`src/logic/fetchPkg.sv`:
```
// Fetch pipeline shared types
// and constants
`default_nettype none

package fetchPkg;

    // --------------------
    // Basic widths
    // --------------------

    // Fetch virtual address, equal to physical here
    typedef logic [31:0] vAddrT;
    // One instruction word
    typedef logic [31:0] instWordT;
    // One bit per slot of a 4-word block
    typedef logic [3:0] instEnT;
    // Exception code
    typedef logic [4:0] excCodeT;
    // Four words, one cache line
    typedef logic [127:0] lineDataT;

    // Miss handling in the control FSM
    typedef enum logic [1:0] {
        MISS_IDLE,
        MISS_WAIT,
        MISS_FILL
    } missStateT;

    // --------------------
    // Pipeline payloads
    // --------------------

    // PC generator to stage 1
    typedef struct packed {
        vAddrT   vAddr;
        instEnT  instEnable;
        logic    hasException;
        excCodeT excCode;
    } fetchReqT;

    // Stage 1 to stage 2
    typedef struct packed {
        fetchReqT req;
        logic     isCanceled;
    } stage1T;

    // Stage 2 to stage 3 and on to the decoder
    typedef struct packed {
        vAddrT    vAddr;
        lineDataT insts;
        instEnT   instEnable;
        logic     hasException;
        excCodeT  excCode;
    } fetchBlockT;

    // Refill line from outside memory
    typedef struct packed {
        vAddrT    lineAddr;
        lineDataT data;
    } refillT;

    // Fixed addresses and codes
    localparam vAddrT   RESET_PC   = 32'hBFC00000;
    localparam vAddrT   EXC_VECTOR = 32'hBFC00380;
    localparam excCodeT EXC_ADEL   = 5'd4;
    localparam excCodeT NO_EXC     = 5'd0;

endpackage

`default_nettype wire

```
`src/logic/firstCacheStage.sv`:
```
// Instruction cache stage 1 register
`timescale 1ns/1ps
`default_nettype none

module firstCacheStage (
    input  logic               clk,
    input  logic               arstN_i,
    input  logic               issue_i,
    input  logic               cancel_i,
    input  logic               s2Allowin_i,
    input  fetchPkg::fetchReqT fetchReq_i,
    output logic               s1Valid_o,
    output fetchPkg::stage1T   s1_o
);
    import fetchPkg::*;

    logic     hasData;
    logic     isCanceled;
    fetchReqT req;
    logic     moveOn;

    // Content goes to stage 2 this cycle
    assign moveOn = hasData & s2Allowin_i;

    // --------------------
    // Valid level
    // --------------------
    always_ff @(posedge clk or negedge arstN_i) begin
        if (!arstN_i) begin
            hasData <= 1'b0;
        end else if (issue_i) begin
            hasData <= 1'b1;
        end else if (moveOn) begin
            // Empties when nothing new follows
            hasData <= 1'b0;
        end
    end

    // --------------------
    // Cancel mark
    // --------------------
    always_ff @(posedge clk or negedge arstN_i) begin
        if (!arstN_i) begin
            isCanceled <= 1'b0;
        end else if (issue_i) begin
            // Cancel in the capture cycle marks the new entry
            isCanceled <= cancel_i;
        end else if (hasData && cancel_i) begin
            // Entry stuck waiting for stage 2
            isCanceled <= 1'b1;
        end
    end

    // Request payload
    always_ff @(posedge clk) begin
        if (issue_i) begin
            req <= fetchReq_i;
        end
    end

    assign s1Valid_o       = hasData;
    assign s1_o.req        = req;
    assign s1_o.isCanceled = isCanceled;

endmodule

`default_nettype wire

```
`config.mk`:
```
export PLATFORM = sky130hd
export DESIGN_NAME = firstCacheStage
export DESIGN_NICKNAME = d
export VERILOG_FILES = /design/src/logic/fetchPkg.sv /design/src/logic/firstCacheStage.sv
export SDC_FILE = /design/constraint.sdc
export NUM_CORES = 1
export LEC_CHECK = 0
export BUFFER_PORTS_ARGS = -buffer_cell sky130_fd_sc_hd__buf_2
export CAP_MARGIN = 20
export CELL_PAD_IN_SITES_DETAIL_PLACEMENT = 1
export CELL_PAD_IN_SITES_GLOBAL_PLACEMENT = 1
export CORE_AREA = 4 4 63 80
export DETAILED_ROUTE_END_ITERATION = 16
export DIE_AREA = 0 0 67 84
export GPL_ROUTABILITY_DRIVEN = 1
export PLACE_DENSITY_LB_ADDON = 0.1
export SKIP_LAST_GASP = 1
export SYNTH_ARGS = -nofsm -noshare
export SYNTH_HDL_FRONTEND = slang
export SYNTH_SLANG_ARGS = --single-unit
```
`constraint.sdc`:
```
create_clock -name clk -period 0.85 [get_ports clk]
set_input_delay 0 -clock clk [delete_from_list [all_inputs] [get_ports clk]]
set_output_delay 0 -clock clk [all_outputs]
set_load 0.02 [all_outputs]
```
## Word-level counts from Yosys, hierarchy flattened

Index checks and enable logic that the tools add are counted.
Widths: inputs -> output; s select.

- Register bits after elaboration: 44
- Input port bits: 47
- Output and inout bits: 44
- Logic and storage cells: 14

- Mux-type cells: 4
- Bitwise gates (word level): 1
- Reductions and logical operators: 3

Operators with widths:

| cell | number |
|---|---|
| $mux 1 | 4 |
| $reduce_bool 2->1 | 2 |
| $and 1x1->1 | 1 |
| $logic_and 1x1->1 | 1 |

## Depth between registers and ports, before layout

Gate-level depths: netlist (run 1).

- Depth in word-level cells: 3
- Depth in mapped cells: 2
- Mapped depth without buffers: 2

## Least setup slack after synthesis (run 1)

OpenSTA, ideal clock, no wires.

- Kind: register to register
- From: register hasData, in the netlist s1Valid_o
- To: register isCanceled
- Setup time: 0.123 ns
- Arrival time: 0.644 ns
- Setup slack: 0.082 ns
- Stages on the path, launching flop included: 3
- Path buffers: 0
- Clock period less this slack: 0.768 ns
- Cells stage by stage: dfrtp_1 -> o21ai_1 -> o21ai_1

- Cells in the longest elaborated chain, start to end: 2

Ends and longest elaborated chain:

| what | line | source |
|---|---|---|
| start: declaration | firstCacheStage.sv:17 | `logic hasData;` |
| start signal: assignment | firstCacheStage.sv:30 | `hasData <= 1'b0;` |
| start signal: assignment | firstCacheStage.sv:32 | `hasData <= 1'b1;` |
| start signal: assignment | firstCacheStage.sv:35 | `hasData <= 1'b0;` |
| $logic_and 1x1->1 | firstCacheStage.sv:48 | `end else if (hasData && cancel_i) begin` |
| $reduce_bool 2->1 (no source line) | -- |  |
| end signal: assignment | firstCacheStage.sv:47 | `isCanceled <= cancel_i;` |
| end: declaration | firstCacheStage.sv:18 | `logic isCanceled;` |

No other way between the ends.
A chain may end at the register's enable or synchronous reset.

## Worst setup path in the final report (run 1)

- From: register hasData, in the netlist s1Valid_o
- To: output s1Valid_o

RTL lines:

| what | line | source |
|---|---|---|
| end: declaration | firstCacheStage.sv:12 | `output logic s1Valid_o,` |

No word-level cell between the ends.

==> results.sh, run 1 <==
export IMPL_status="finished clean"
export IMPL_cts_max_level=2
export IMPL_critical_path_arrival_ns=0.85
export IMPL_synthesis_nets=97
export IMPL_crit_chain="buf_6"
export IMPL_cp_top_family="flip-flops"
export IMPL_seqCellArea_mm2=0.00131
export IMPL_clock_root_buffer="clkbuf_8"
export IMPL_clockBufferDepth=2
export IMPL_clk_latency_ns=0.28
export IMPL_fin_cells=254
export IMPL_finalCritPeriodShare_pct=99.6
export IMPL_drtIter0Drc=13
export IMPL_p_int_mw=3.57
export IMPL_share_clk_of_total_power_pct=25.5
export IMPL_area_growth_syn_to_layout_pct=91.2
export IMPL_drtPass1Iterations=2
export IMPL_p_leak_nw=1.10
export IMPL_dp_hpwl_um=2540
export IMPL_synth_top_area_share_pct=93.9
export IMPL_cap_viol_max_count=0
export IMPL_core_rowCount=27
export IMPL_gp_congestion=0.690
export IMPL_cp_required_ns=0.85
export IMPL_place_inst=199
export IMPL_nets=242
export IMPL_wl_per_cell_um=14.5
export IMPL_reg2reg_depth=2
export IMPL_critPathCaptureType="output pin"
export IMPL_synth_distinct_cells=6
export IMPL_start_util_pct=31.3
export IMPL_drt_wl_total_um=3680
export IMPL_r2r_slack_ns=0.05
export IMPL_worstMarginPinSlew_ns=0.139
export IMPL_sw_frac_of_total_pct=22.8
export IMPL_period_minus_slack_ns=0.846
export IMPL_multi_input_comb_area_um2=17.5
export IMPL_core_area_mm2=0.00429
export IMPL_slew_headroom_pct=90.7
export IMPL_synth_area_leader_cell="edfxtp_1"
export IMPL_grt_pass1_wl_um=5410
export IMPL_path_buf_inv=1
export IMPL_rr_startpoint="s1Valid_o"
export IMPL_post_synth_instance_area_mm2=0.00134
export IMPL_final_layout_size_suffix_gt1_share_pct=50.5
export IMPL_io_buffers=90
export IMPL_final_hold_viol_count=0
export IMPL_grtUsageTotal_pct=13.0
export IMPL_fp_dieArea_mm2=0.00563
export IMPL_irDropWorstVdd_v=0.00116
export IMPL_critical_path_startpoint_type="register"
export IMPL_via_per_inst=4.01
export IMPL_power_switching_mw=1.06
export IMPL_ys_seq_area_share_pct=97.6
export IMPL_hold_class="in -> async"
export IMPL_place_area_mm2=0.00190
export IMPL_grt_pass1_vias=1072
export IMPL_synth_area_per_cell_um2=26.9
export IMPL_ys_ff_latch=44
export IMPL_rsz0062_at_grt="yes"
export IMPL_synthTopCellsByArea="edfxtp_1 94%, dfrtp_1 3.7%, o21ai_1 0.74%, a21o_1 0.56%, buf_4 0.56%"
export IMPL_fmax_ghz=1.18
export IMPL_power_share_combinational_pct=17.8
export IMPL_utilization_pct=59.9
export IMPL_cts_buffers_inserted=5
export IMPL_setup_viol=0
export IMPL_cts_sinks=44
export IMPL_io_pins=91
export IMPL_fin_worst_skew_ns=0.0000719
export IMPL_final_area_mm2=0.00257
export IMPL_cpMaxStageDelayCell="dfrtp_1"
export IMPL_die_w_um=67
export IMPL_vias=1018
export IMPL_powerDensity_mw_per_mm2=1800
export IMPL_drc=0
export IMPL_synthCells=50
export IMPL_path_max_fanout=3
export IMPL_ys_warn_count=0
export IMPL_cts_tree="done"
export IMPL_finalPower_mw=4.62
export IMPL_r2r_end="s1Valid_o"
export IMPL_grt_overflow_total=0
export IMPL_n_fill_cell=426
export IMPL_grt_max_degree=24
export IMPL_cts_reportedPaths_clkPinSlew_ns=0.08
export IMPL_seqPwrFrac_pct=56.7
export IMPL_worstSetupPathType="reg -> out"
export IMPL_antenna_found_initial=0
export IMPL_die_h_um=84
export IMPL_drv_slew=0
export IMPL_drtAntennaViolNets=0
export IMPL_slowest_delay_ns=0.42
export IMPL_antennaDiodeCount=0
-- per-stage QoR --
step / TNS (ns) / hold slack (ns) / setup slack [ns]
detailed placement: 0 / -0.209 / 0.153
finish: 0 / 0.0397 / 0.00377
floorplan: 0 / -0.296 / 0.0823
global placement: 0 / -0.214 / 0.174
CTS: 0 / 0.0318 / 0.00214
global route: -0.277 / 0.0369 / -0.0333
-- synth_stat cells, drive strengths merged --
cell    count
dfrtp       2
inv         2
edfxtp     42
o21ai       2
buf         1
a21o        1
-- logic make-up after synthesis --
logic type / share of synthesized area, %
AOI/OAI and AO/OA: 1.30
DFF: 97.6
buffers and inverters: 1.12
-- final cells by class --
class | count | area share, %
inverters | 2 | 0.292
multi-input cells | 3 | 0.682
flip-flops and latches | 44 | 51.0
clock buffers | 7 | 2.97
repair buffers | 139 | 42.1
well taps | 58 | 2.82
clock inverters | 1 | 0.146
-- layer usage --
| layer | part of all wire (%) | routed length, µm | GRT usage, % |
|---|---|---|---|
| met2 | 59 | 2180 | 24.4 |
| met4 | 1.4 | 52 | 3.87 |
| met1 | 32 | 1180 | 13.5 |
| met5 | 0 | 0 | 0 |
| met3 | 7.2 | 264 | 3.37 |
-- worst reg2reg max path: stages, from the launching register on --
cell	delay (ns)
dfrtp_1	0.42
buf_4	0.14
a21o_1	0.14
-- what timing repair did --
action                                  4_1_cts  5_1_grt
gates resized for setup                       2       38
buffers inserted                              1        1
hold buffers                                 45        0
endpoints found under the setup margin        1       27
hold endpoints to repair                     46        0
cloned                                        0        0
-- worst max path at each step --
stage | from | endpoint | slack [ns] | depth (start not counted)
finish | s1Valid_o | s1Valid_o | 0.004 | 1
global route | s1_o[37] | s1_o[37] | -0.03 | 1
CTS | s1_o[31] | s1_o[31] | 0.002 | 1
detailed placement | s1Valid_o | isCanceled | 0.15 | 2
global placement | s1Valid_o | isCanceled | 0.17 | 2
floorplan | s1Valid_o | isCanceled | 0.08 | 2
-- state kept, by name, indices dropped and copies added, names as in the netlist --
name        count
isCanceled      1
s1_o           42
s1Valid_o       1
-- power by group through the flow --
stage,clock network [mW],logic (mW),registers (mW)
2_1_floorplan,0,0.0204,2.88
3_3_place_gp,0,0.564,2.64
3_5_place_dp,0,0.574,2.65
4_1_cts,1.25,0.744,2.60
5_1_grt,1.34,0.876,2.64
6_report,1.18,0.825,2.62
-- cells in the final DEF (no fill, tap or decap) --
| master | Yosys | layout |
|---|---|---|
| edfxtp_1 | 42 | 42 |
| a21o_1 | 1 | 1 |
| clkbuf_8 | 0 | 5 |
| dlygate4sd3_1 | 0 | 45 |
| buf_4 | 1 | 2 |
| clkinv_1 | 0 | 1 |
| buf_6 | 0 | 20 |
| clkbuf_1 | 0 | 2 |
| buf_2 | 0 | 70 |
| inv_1 | 2 | 2 |
| buf_12 | 0 | 2 |
| o21ai_1 | 2 | 2 |
| dfrtp_1 | 2 | 2 |
Note: power is estimated with default switching activity, not from simulation.
==> inputs of run 2 (changes only) <==
--- a/config.mk
+++ b/config.mk
@@ -10,10 +10,12 @@
 export CELL_PAD_IN_SITES_DETAIL_PLACEMENT = 1
 export CELL_PAD_IN_SITES_GLOBAL_PLACEMENT = 1
 export CORE_AREA = 4 4 63 80
+export CTS_CLUSTER_SIZE = 28
 export DETAILED_ROUTE_END_ITERATION = 16
 export DIE_AREA = 0 0 67 84
 export GPL_ROUTABILITY_DRIVEN = 1
 export PLACE_DENSITY_LB_ADDON = 0.1
+export RECOVER_POWER = 100
 export SKIP_LAST_GASP = 1
 export SYNTH_ARGS = -nofsm -noshare
 export SYNTH_HDL_FRONTEND = slang
==> run 2 against run 1 <==
Net effect:
- maximum frequency barely moved
- global-route usage unchanged
- cell count is the same
- sequential share of layout area grew 0.65 points
- sequential power hardly changed
- critical path type unchanged
- largest cell class unchanged
- highest routed layer unchanged
==> results.sh, run 2 (synthesized netlist as in run 1, its figures left out) <==
export IMPL_status="finished clean"
export IMPL_layout_common_cells="61 x buf_2, 45 x dlygate4sd3_1, 42 x edfxtp_1"
export IMPL_p_int_mw=3.55
export IMPL_clk_latency_ns=0.28
export IMPL_crit_chain="buf_6"
export IMPL_place_inst=199
export IMPL_nets=242
export IMPL_fin_cells=254
export IMPL_utilization_pct=59.1
export IMPL_clockBufferDepth=2
export IMPL_path_buf_inv=1
export IMPL_drtAntennaViolNets=0
export IMPL_cts_buffers_inserted=5
export IMPL_slew_headroom_pct=63.5
export IMPL_grtUsageTotal_pct=13.0
export IMPL_drt_wl_total_um=3690
export IMPL_cp_top_family="flip-flops"
export IMPL_layout_commonest_cell="buf_2"
export IMPL_via_per_inst=4.03
export IMPL_gp_congestion=0.690
export IMPL_setup_viol=0
export IMPL_power_switching_mw=1.06
export IMPL_slowest_delay_ns=0.42
export IMPL_final_layout_size_suffix_gt1_share_pct=49.5
export IMPL_worstMarginPinSlew_ns=0.547
export IMPL_clock_root_buffer="clkbuf_8"
export IMPL_vias=1023
export IMPL_finalCritPeriodShare_pct=99.6
export IMPL_io_pins=91
export IMPL_critPathCaptureType="output pin"
export IMPL_critical_path_arrival_ns=0.85
export IMPL_area_growth_syn_to_layout_pct=88.8
export IMPL_cts_sinks=44
export IMPL_die_h_um=84
export IMPL_powerDensity_mw_per_mm2=1820
export IMPL_drv_slew=0
export IMPL_cap_viol_max_count=0
export IMPL_seqPwrFrac_pct=56.9
export IMPL_largest_register_ffs=42
export IMPL_io_buffers=90
export IMPL_fmax_ghz=1.18
export IMPL_start_util_pct=31.3
export IMPL_core_rowCount=27
export IMPL_cp_required_ns=0.85
export IMPL_cts_reportedPaths_clkPinSlew_ns=0.08
export IMPL_rsz0062_at_grt="yes"
export IMPL_irDropWorstVdd_v=0.00116
export IMPL_fin_worst_skew_ns=0.0000725
export IMPL_grt_max_degree=24
export IMPL_drtPass1Iterations=2
export IMPL_final_hold_viol_count=0
export IMPL_sw_frac_of_total_pct=22.9
export IMPL_cts_max_level=2
export IMPL_critical_path_startpoint_type="register"
export IMPL_worstSetupPathType="reg -> out"
export IMPL_hold_class="in -> async"
export IMPL_antennaDiodeCount=0
export IMPL_die_w_um=67
export IMPL_drc=0
export IMPL_share_clk_of_total_power_pct=25.6
export IMPL_antenna_found_initial=0
export IMPL_period_minus_slack_ns=0.846
export IMPL_fp_dieArea_mm2=0.00563
export IMPL_core_area_mm2=0.00429
export IMPL_power_share_combinational_pct=17.4
export IMPL_p_leak_nw=1.09
export IMPL_cts_tree="done"
export IMPL_timing_hold_ws_ns=0.0447
export IMPL_wl_per_cell_um=14.5
export IMPL_drtIter0Drc=14
export IMPL_dp_hpwl_um=2540
export IMPL_path_max_fanout=3
export IMPL_cpMaxStageDelayCell="dfrtp_1"
export IMPL_grt_pass1_wl_um=5410
export IMPL_grt_overflow_total=0
export IMPL_grt_pass1_vias=1072
run 2: changes by cell type in the layout (fill, tap and decap cells not counted):
cell	delta
clkbuf_2	+9
clkbuf_1	+2
buf_2	-9
buf_12	-2
run 2: final cells by class:
| cell class | instances | area [µm²] |
|---|---|---|
| clock inverters | 1 | 3.75 |
| clock buffers | 7 | 76.3 |
| fillers | 430 | 1750 |
| inverters | 2 | 7.51 |
| well taps | 58 | 72.6 |
| flip-flops and latches | 44 | 1310 |
| multi-input cells | 3 | 17.5 |
| repair buffers | 139 | 1050 |
run 2: final timing paths:
| check | slack (ns) | endpoint | cells past startpoint | startpoint |
|---|---|---|---|---|
| setup / recovery | 0.004 | s1Valid_o | 1 | s1Valid_o |
| hold / removal | 0.04 | isCanceled | 2 | arstN_i |
| setup reg to reg | 0.05 | s1Valid_o | 2 | s1Valid_o |
| hold reg to reg | 0.62 | isCanceled | 2 | s1Valid_o |
| max in group asynchronous | 0.67 | s1Valid_o | 2 | arstN_i |
| min in group clk | 0.42 | s1_o[1] | 2 | issue_i |
run 2: layer usage:
layer | global-route usage, % | vias up | part of all wire [%]
met5 | 0 | - | 0
met4 | 3.87 | 0 | 1.4
met3 | 3.37 | 5 | 7.4
met2 | 24.4 | 54 | 59
met1 | 13.5 | 483 | 32
li1 | - | 481 | -
run 2: power by group through the flow:
stage | Combinational (mW) | Sequential (mW) | Clock [mW]
after global placement | 0.564 | 2.64 | 0
final | 0.804 | 2.62 | 1.18
after floorplan | 0.0204 | 2.88 | 0
after global routing | 0.855 | 2.64 | 1.34
after detailed placement | 0.574 | 2.65 | 0
after CTS | 0.744 | 2.60 | 1.25
run 2: timing repair:
| item | 4_1_cts | 5_1_grt |
|---|---|---|
| buffers inserted | 1 | 1 |
| endpoints found under the hold margin | 46 | 0 |
| hold buffers | 45 | 0 |
| setup endpoints to repair | 1 | 27 |
| resized for setup | 2 | 38 |
run 2: stage by stage:
stage	setup slack, ns	total power, mW	area, µm²	TNS [ns]
detailed placement	0.153	3.23	1900	0
global route	-0.0333	4.84	2540	-0.277
CTS	0.00214	4.60	2440	0
finish	0.00372	4.61	2540	0
global placement	0.174	3.21	1900	0
floorplan	0.0823	2.90	1340	0
==> inputs of run 3 (changes only) <==
--- a/config.mk
+++ b/config.mk
@@ -14,7 +14,7 @@
 export DETAILED_ROUTE_END_ITERATION = 16
 export DIE_AREA = 0 0 67 84
 export GPL_ROUTABILITY_DRIVEN = 1
-export PLACE_DENSITY_LB_ADDON = 0.1
+export PLACE_DENSITY_LB_ADDON = 0.3
 export RECOVER_POWER = 100
 export SKIP_LAST_GASP = 1
 export SYNTH_ARGS = -nofsm -noshare
==> run 3 against run 2 <==
Net effect:
- the run now ends with setup timing left
- sequential cell count stayed put
- clock power is 29% higher
- register-to-register slack worse by 0.08 ns
- clock skew hardly changed
- critical path depth is 2 higher
- count of clock-buffer cells in the layout is 1 lower
- die area stayed put
- sequential share of layout area is 1.9 points lower
- via count is 2.3% higher
- power is 9.3% higher
- wire length is 24% higher
- worst hold slack better by 0.012 ns
==> results.sh, run 3 (synthesized netlist as in run 1, its figures left out) <==
export IMPL_worstSetupPathType="reg -> reg"
export IMPL_clk_latency_ns=0.28
export IMPL_irDropWorstVdd_v=0.000983
export IMPL_setup_slack_ns=-0.0255
export IMPL_power_share_combinational_pct=17.3
export IMPL_rsz0062_at_grt="yes"
export IMPL_finalCritPeriodShare_pct=103
export IMPL_slew_headroom_pct=59.3
export IMPL_antenna_found_initial=0
export IMPL_layout_commonest_cell="buf_2"
export IMPL_grt_max_degree=25
export IMPL_power_switching_mw=1.14
export IMPL_cap_viol_max_count=0
export IMPL_start_util_pct=31.3
export IMPL_slowest_delay_ns=0.41
export IMPL_sw_frac_of_total_pct=22.5
export IMPL_area_growth_syn_to_layout_pct=96.1
export IMPL_cp_required_ns=0.99
export IMPL_core_area_mm2=0.00429
export IMPL_clock_root_buffer="clkbuf_8"
export IMPL_critical_path_startpoint_type="register"
export IMPL_violations="setup timing"
export IMPL_utilization_pct=61.4
export IMPL_critPathCaptureType="register"
export IMPL_seqPwrFrac_pct=52.5
export IMPL_core_rowCount=27
export IMPL_cts_buffers_inserted=5
export IMPL_powerDensity_mw_per_mm2=1910
export IMPL_fmax_ghz=1.14
export IMPL_fin_worst_skew_ns=0.0000399
export IMPL_cts_reportedPaths_clkPinSlew_ns=0.07
export IMPL_hold_class="in -> async"
export IMPL_io_buffers=90
export IMPL_p_leak_nw=1.12
export IMPL_drv_slew=0
export IMPL_gp_congestion=0.616
export IMPL_cts_sinks=44
export IMPL_clockBufferDepth=2
export IMPL_io_pins=91
export IMPL_final_area_mm2=0.00264
export IMPL_grt_overflow_total=0
export IMPL_die_h_um=84
export IMPL_cpMaxStageDelayCell="dfrtp_1"
export IMPL_drtAntennaViolNets=0
export IMPL_worstMarginPinSlew_ns=0.611
export IMPL_nets=242
export IMPL_cts_tree="done"
export IMPL_drt_wl_total_um=4560
export IMPL_share_clk_of_total_power_pct=30.2
export IMPL_cts_max_level=2
export IMPL_setup_viol=3
export IMPL_pre_cts_ws_ns=0.125
export IMPL_rr_startpoint="s1Valid_o"
export IMPL_grt_pass1_vias=1180
export IMPL_largest_register_ffs=42
export IMPL_final_layout_size_suffix_gt1_share_pct=50.0
export IMPL_dp_hpwl_um=2470
export IMPL_startpoint="s1Valid_o"
export IMPL_place_area_mm2=0.00190
export IMPL_drtIter0Drc=36
export IMPL_crit_chain="buf_6 > o21ai_2 > o21ai_1"
export IMPL_vias=1047
export IMPL_layout_common_cells="53 x buf_2, 45 x dlygate4sd3_1, 42 x edfxtp_1"
export IMPL_critical_path_arrival_ns=1.02
export IMPL_fp_dieArea_mm2=0.00563
export IMPL_path_max_fanout=2
export IMPL_period_minus_slack_ns=0.875
export IMPL_p_int_mw=3.90
export IMPL_antennaDiodeCount=0
export IMPL_grt_pass1_wl_um=6110
export IMPL_finalPower_mw=5.04
export IMPL_drc=0
export IMPL_final_hold_viol_count=0
export IMPL_status="finished, violations left"
export IMPL_wl_per_cell_um=17.9
export IMPL_via_per_inst=4.12
export IMPL_drtPass1Iterations=3
export IMPL_die_w_um=67
export IMPL_grtUsageTotal_pct=15.1
==> run 3: changes by cell type in the layout (fill, tap and decap cells not counted), sizes merged <==
cell	before	now
clkbuf	18	14
buf	83	86
bufinv	0	1
==> run 3: worst max-delay path, delay by kind of cell, from the launching register on <==
family | cells | cell delay (ns)
flops | 1 | 0.41
compound gates | 2 | 0.20
buf+inv | 1 | 0.13
==> run 3: power groups by stage <==
stage,sequential (mW),combinational (mW),clock [mW]
floorplan,2.88,0.0204,0
global placement,2.64,0.557,0
detailed placement,2.65,0.570,0
CTS,2.60,0.744,1.59
global route,2.66,0.920,1.68
finish,2.64,0.870,1.52
==> run 3: timing repair <==
action | 4_1_cts | 5_1_grt
endpoints found under the setup margin | 4 | 34
gates cloned | 0 | 0
hold buffers | 45 | 0
setup buffers | 1 | 1
pin swaps | 0 | 1
endpoints found under the hold margin | 46 | 0
gates resized for setup | 2 | 61
==> run 3: layout make-up <==
type / instances / area (µm²)
Fill cell: 397 / 1660
Sequential cell: 44 / 1310
Timing Repair Buffer: 139 / 1110
Clock buffer: 6 / 72.6
Tap cell: 58 / 72.6
Clock inverter: 2 / 35.0
Multi-Input combinational cell: 3 / 21.3
Inverter: 2 / 7.51
==> run 3: worst paths after layout <==
path                         endpoint  slack (ns)  depth (start not counted)
setup / recovery           isCanceled       -0.03                          3
hold / removal             isCanceled        0.06                          2
setup reg to reg           isCanceled       -0.03                          3
hold reg to reg             s1Valid_o        0.65                          2
max in group asynchronous   s1Valid_o        0.67                          2
min in group clk             s1_o[22]        0.42                          2
==> run 3: layer usage <==
layer	wire length (µm)	track usage (%)	vias up
li1	-	-	483
met5	0	0	-
met3	373	4.04	2
met4	46	6.64	0
met2	2710	28.1	55
met1	1430	14.8	507
==> run 3: per-stage QoR <==
| step | hold slack (ns) | setup TNS, ns | instances |
|---|---|---|---|
| global placement | -0.215 | 0 | 199 |
| floorplan | -0.296 | 0 | 50 |
| CTS | 0.0141 | -0.0137 | 253 |
| detailed placement | -0.213 | 0 | 199 |
| finish | 0.0571 | -0.0388 | 254 |
| global route | 0.0525 | -0.659 | 254 |
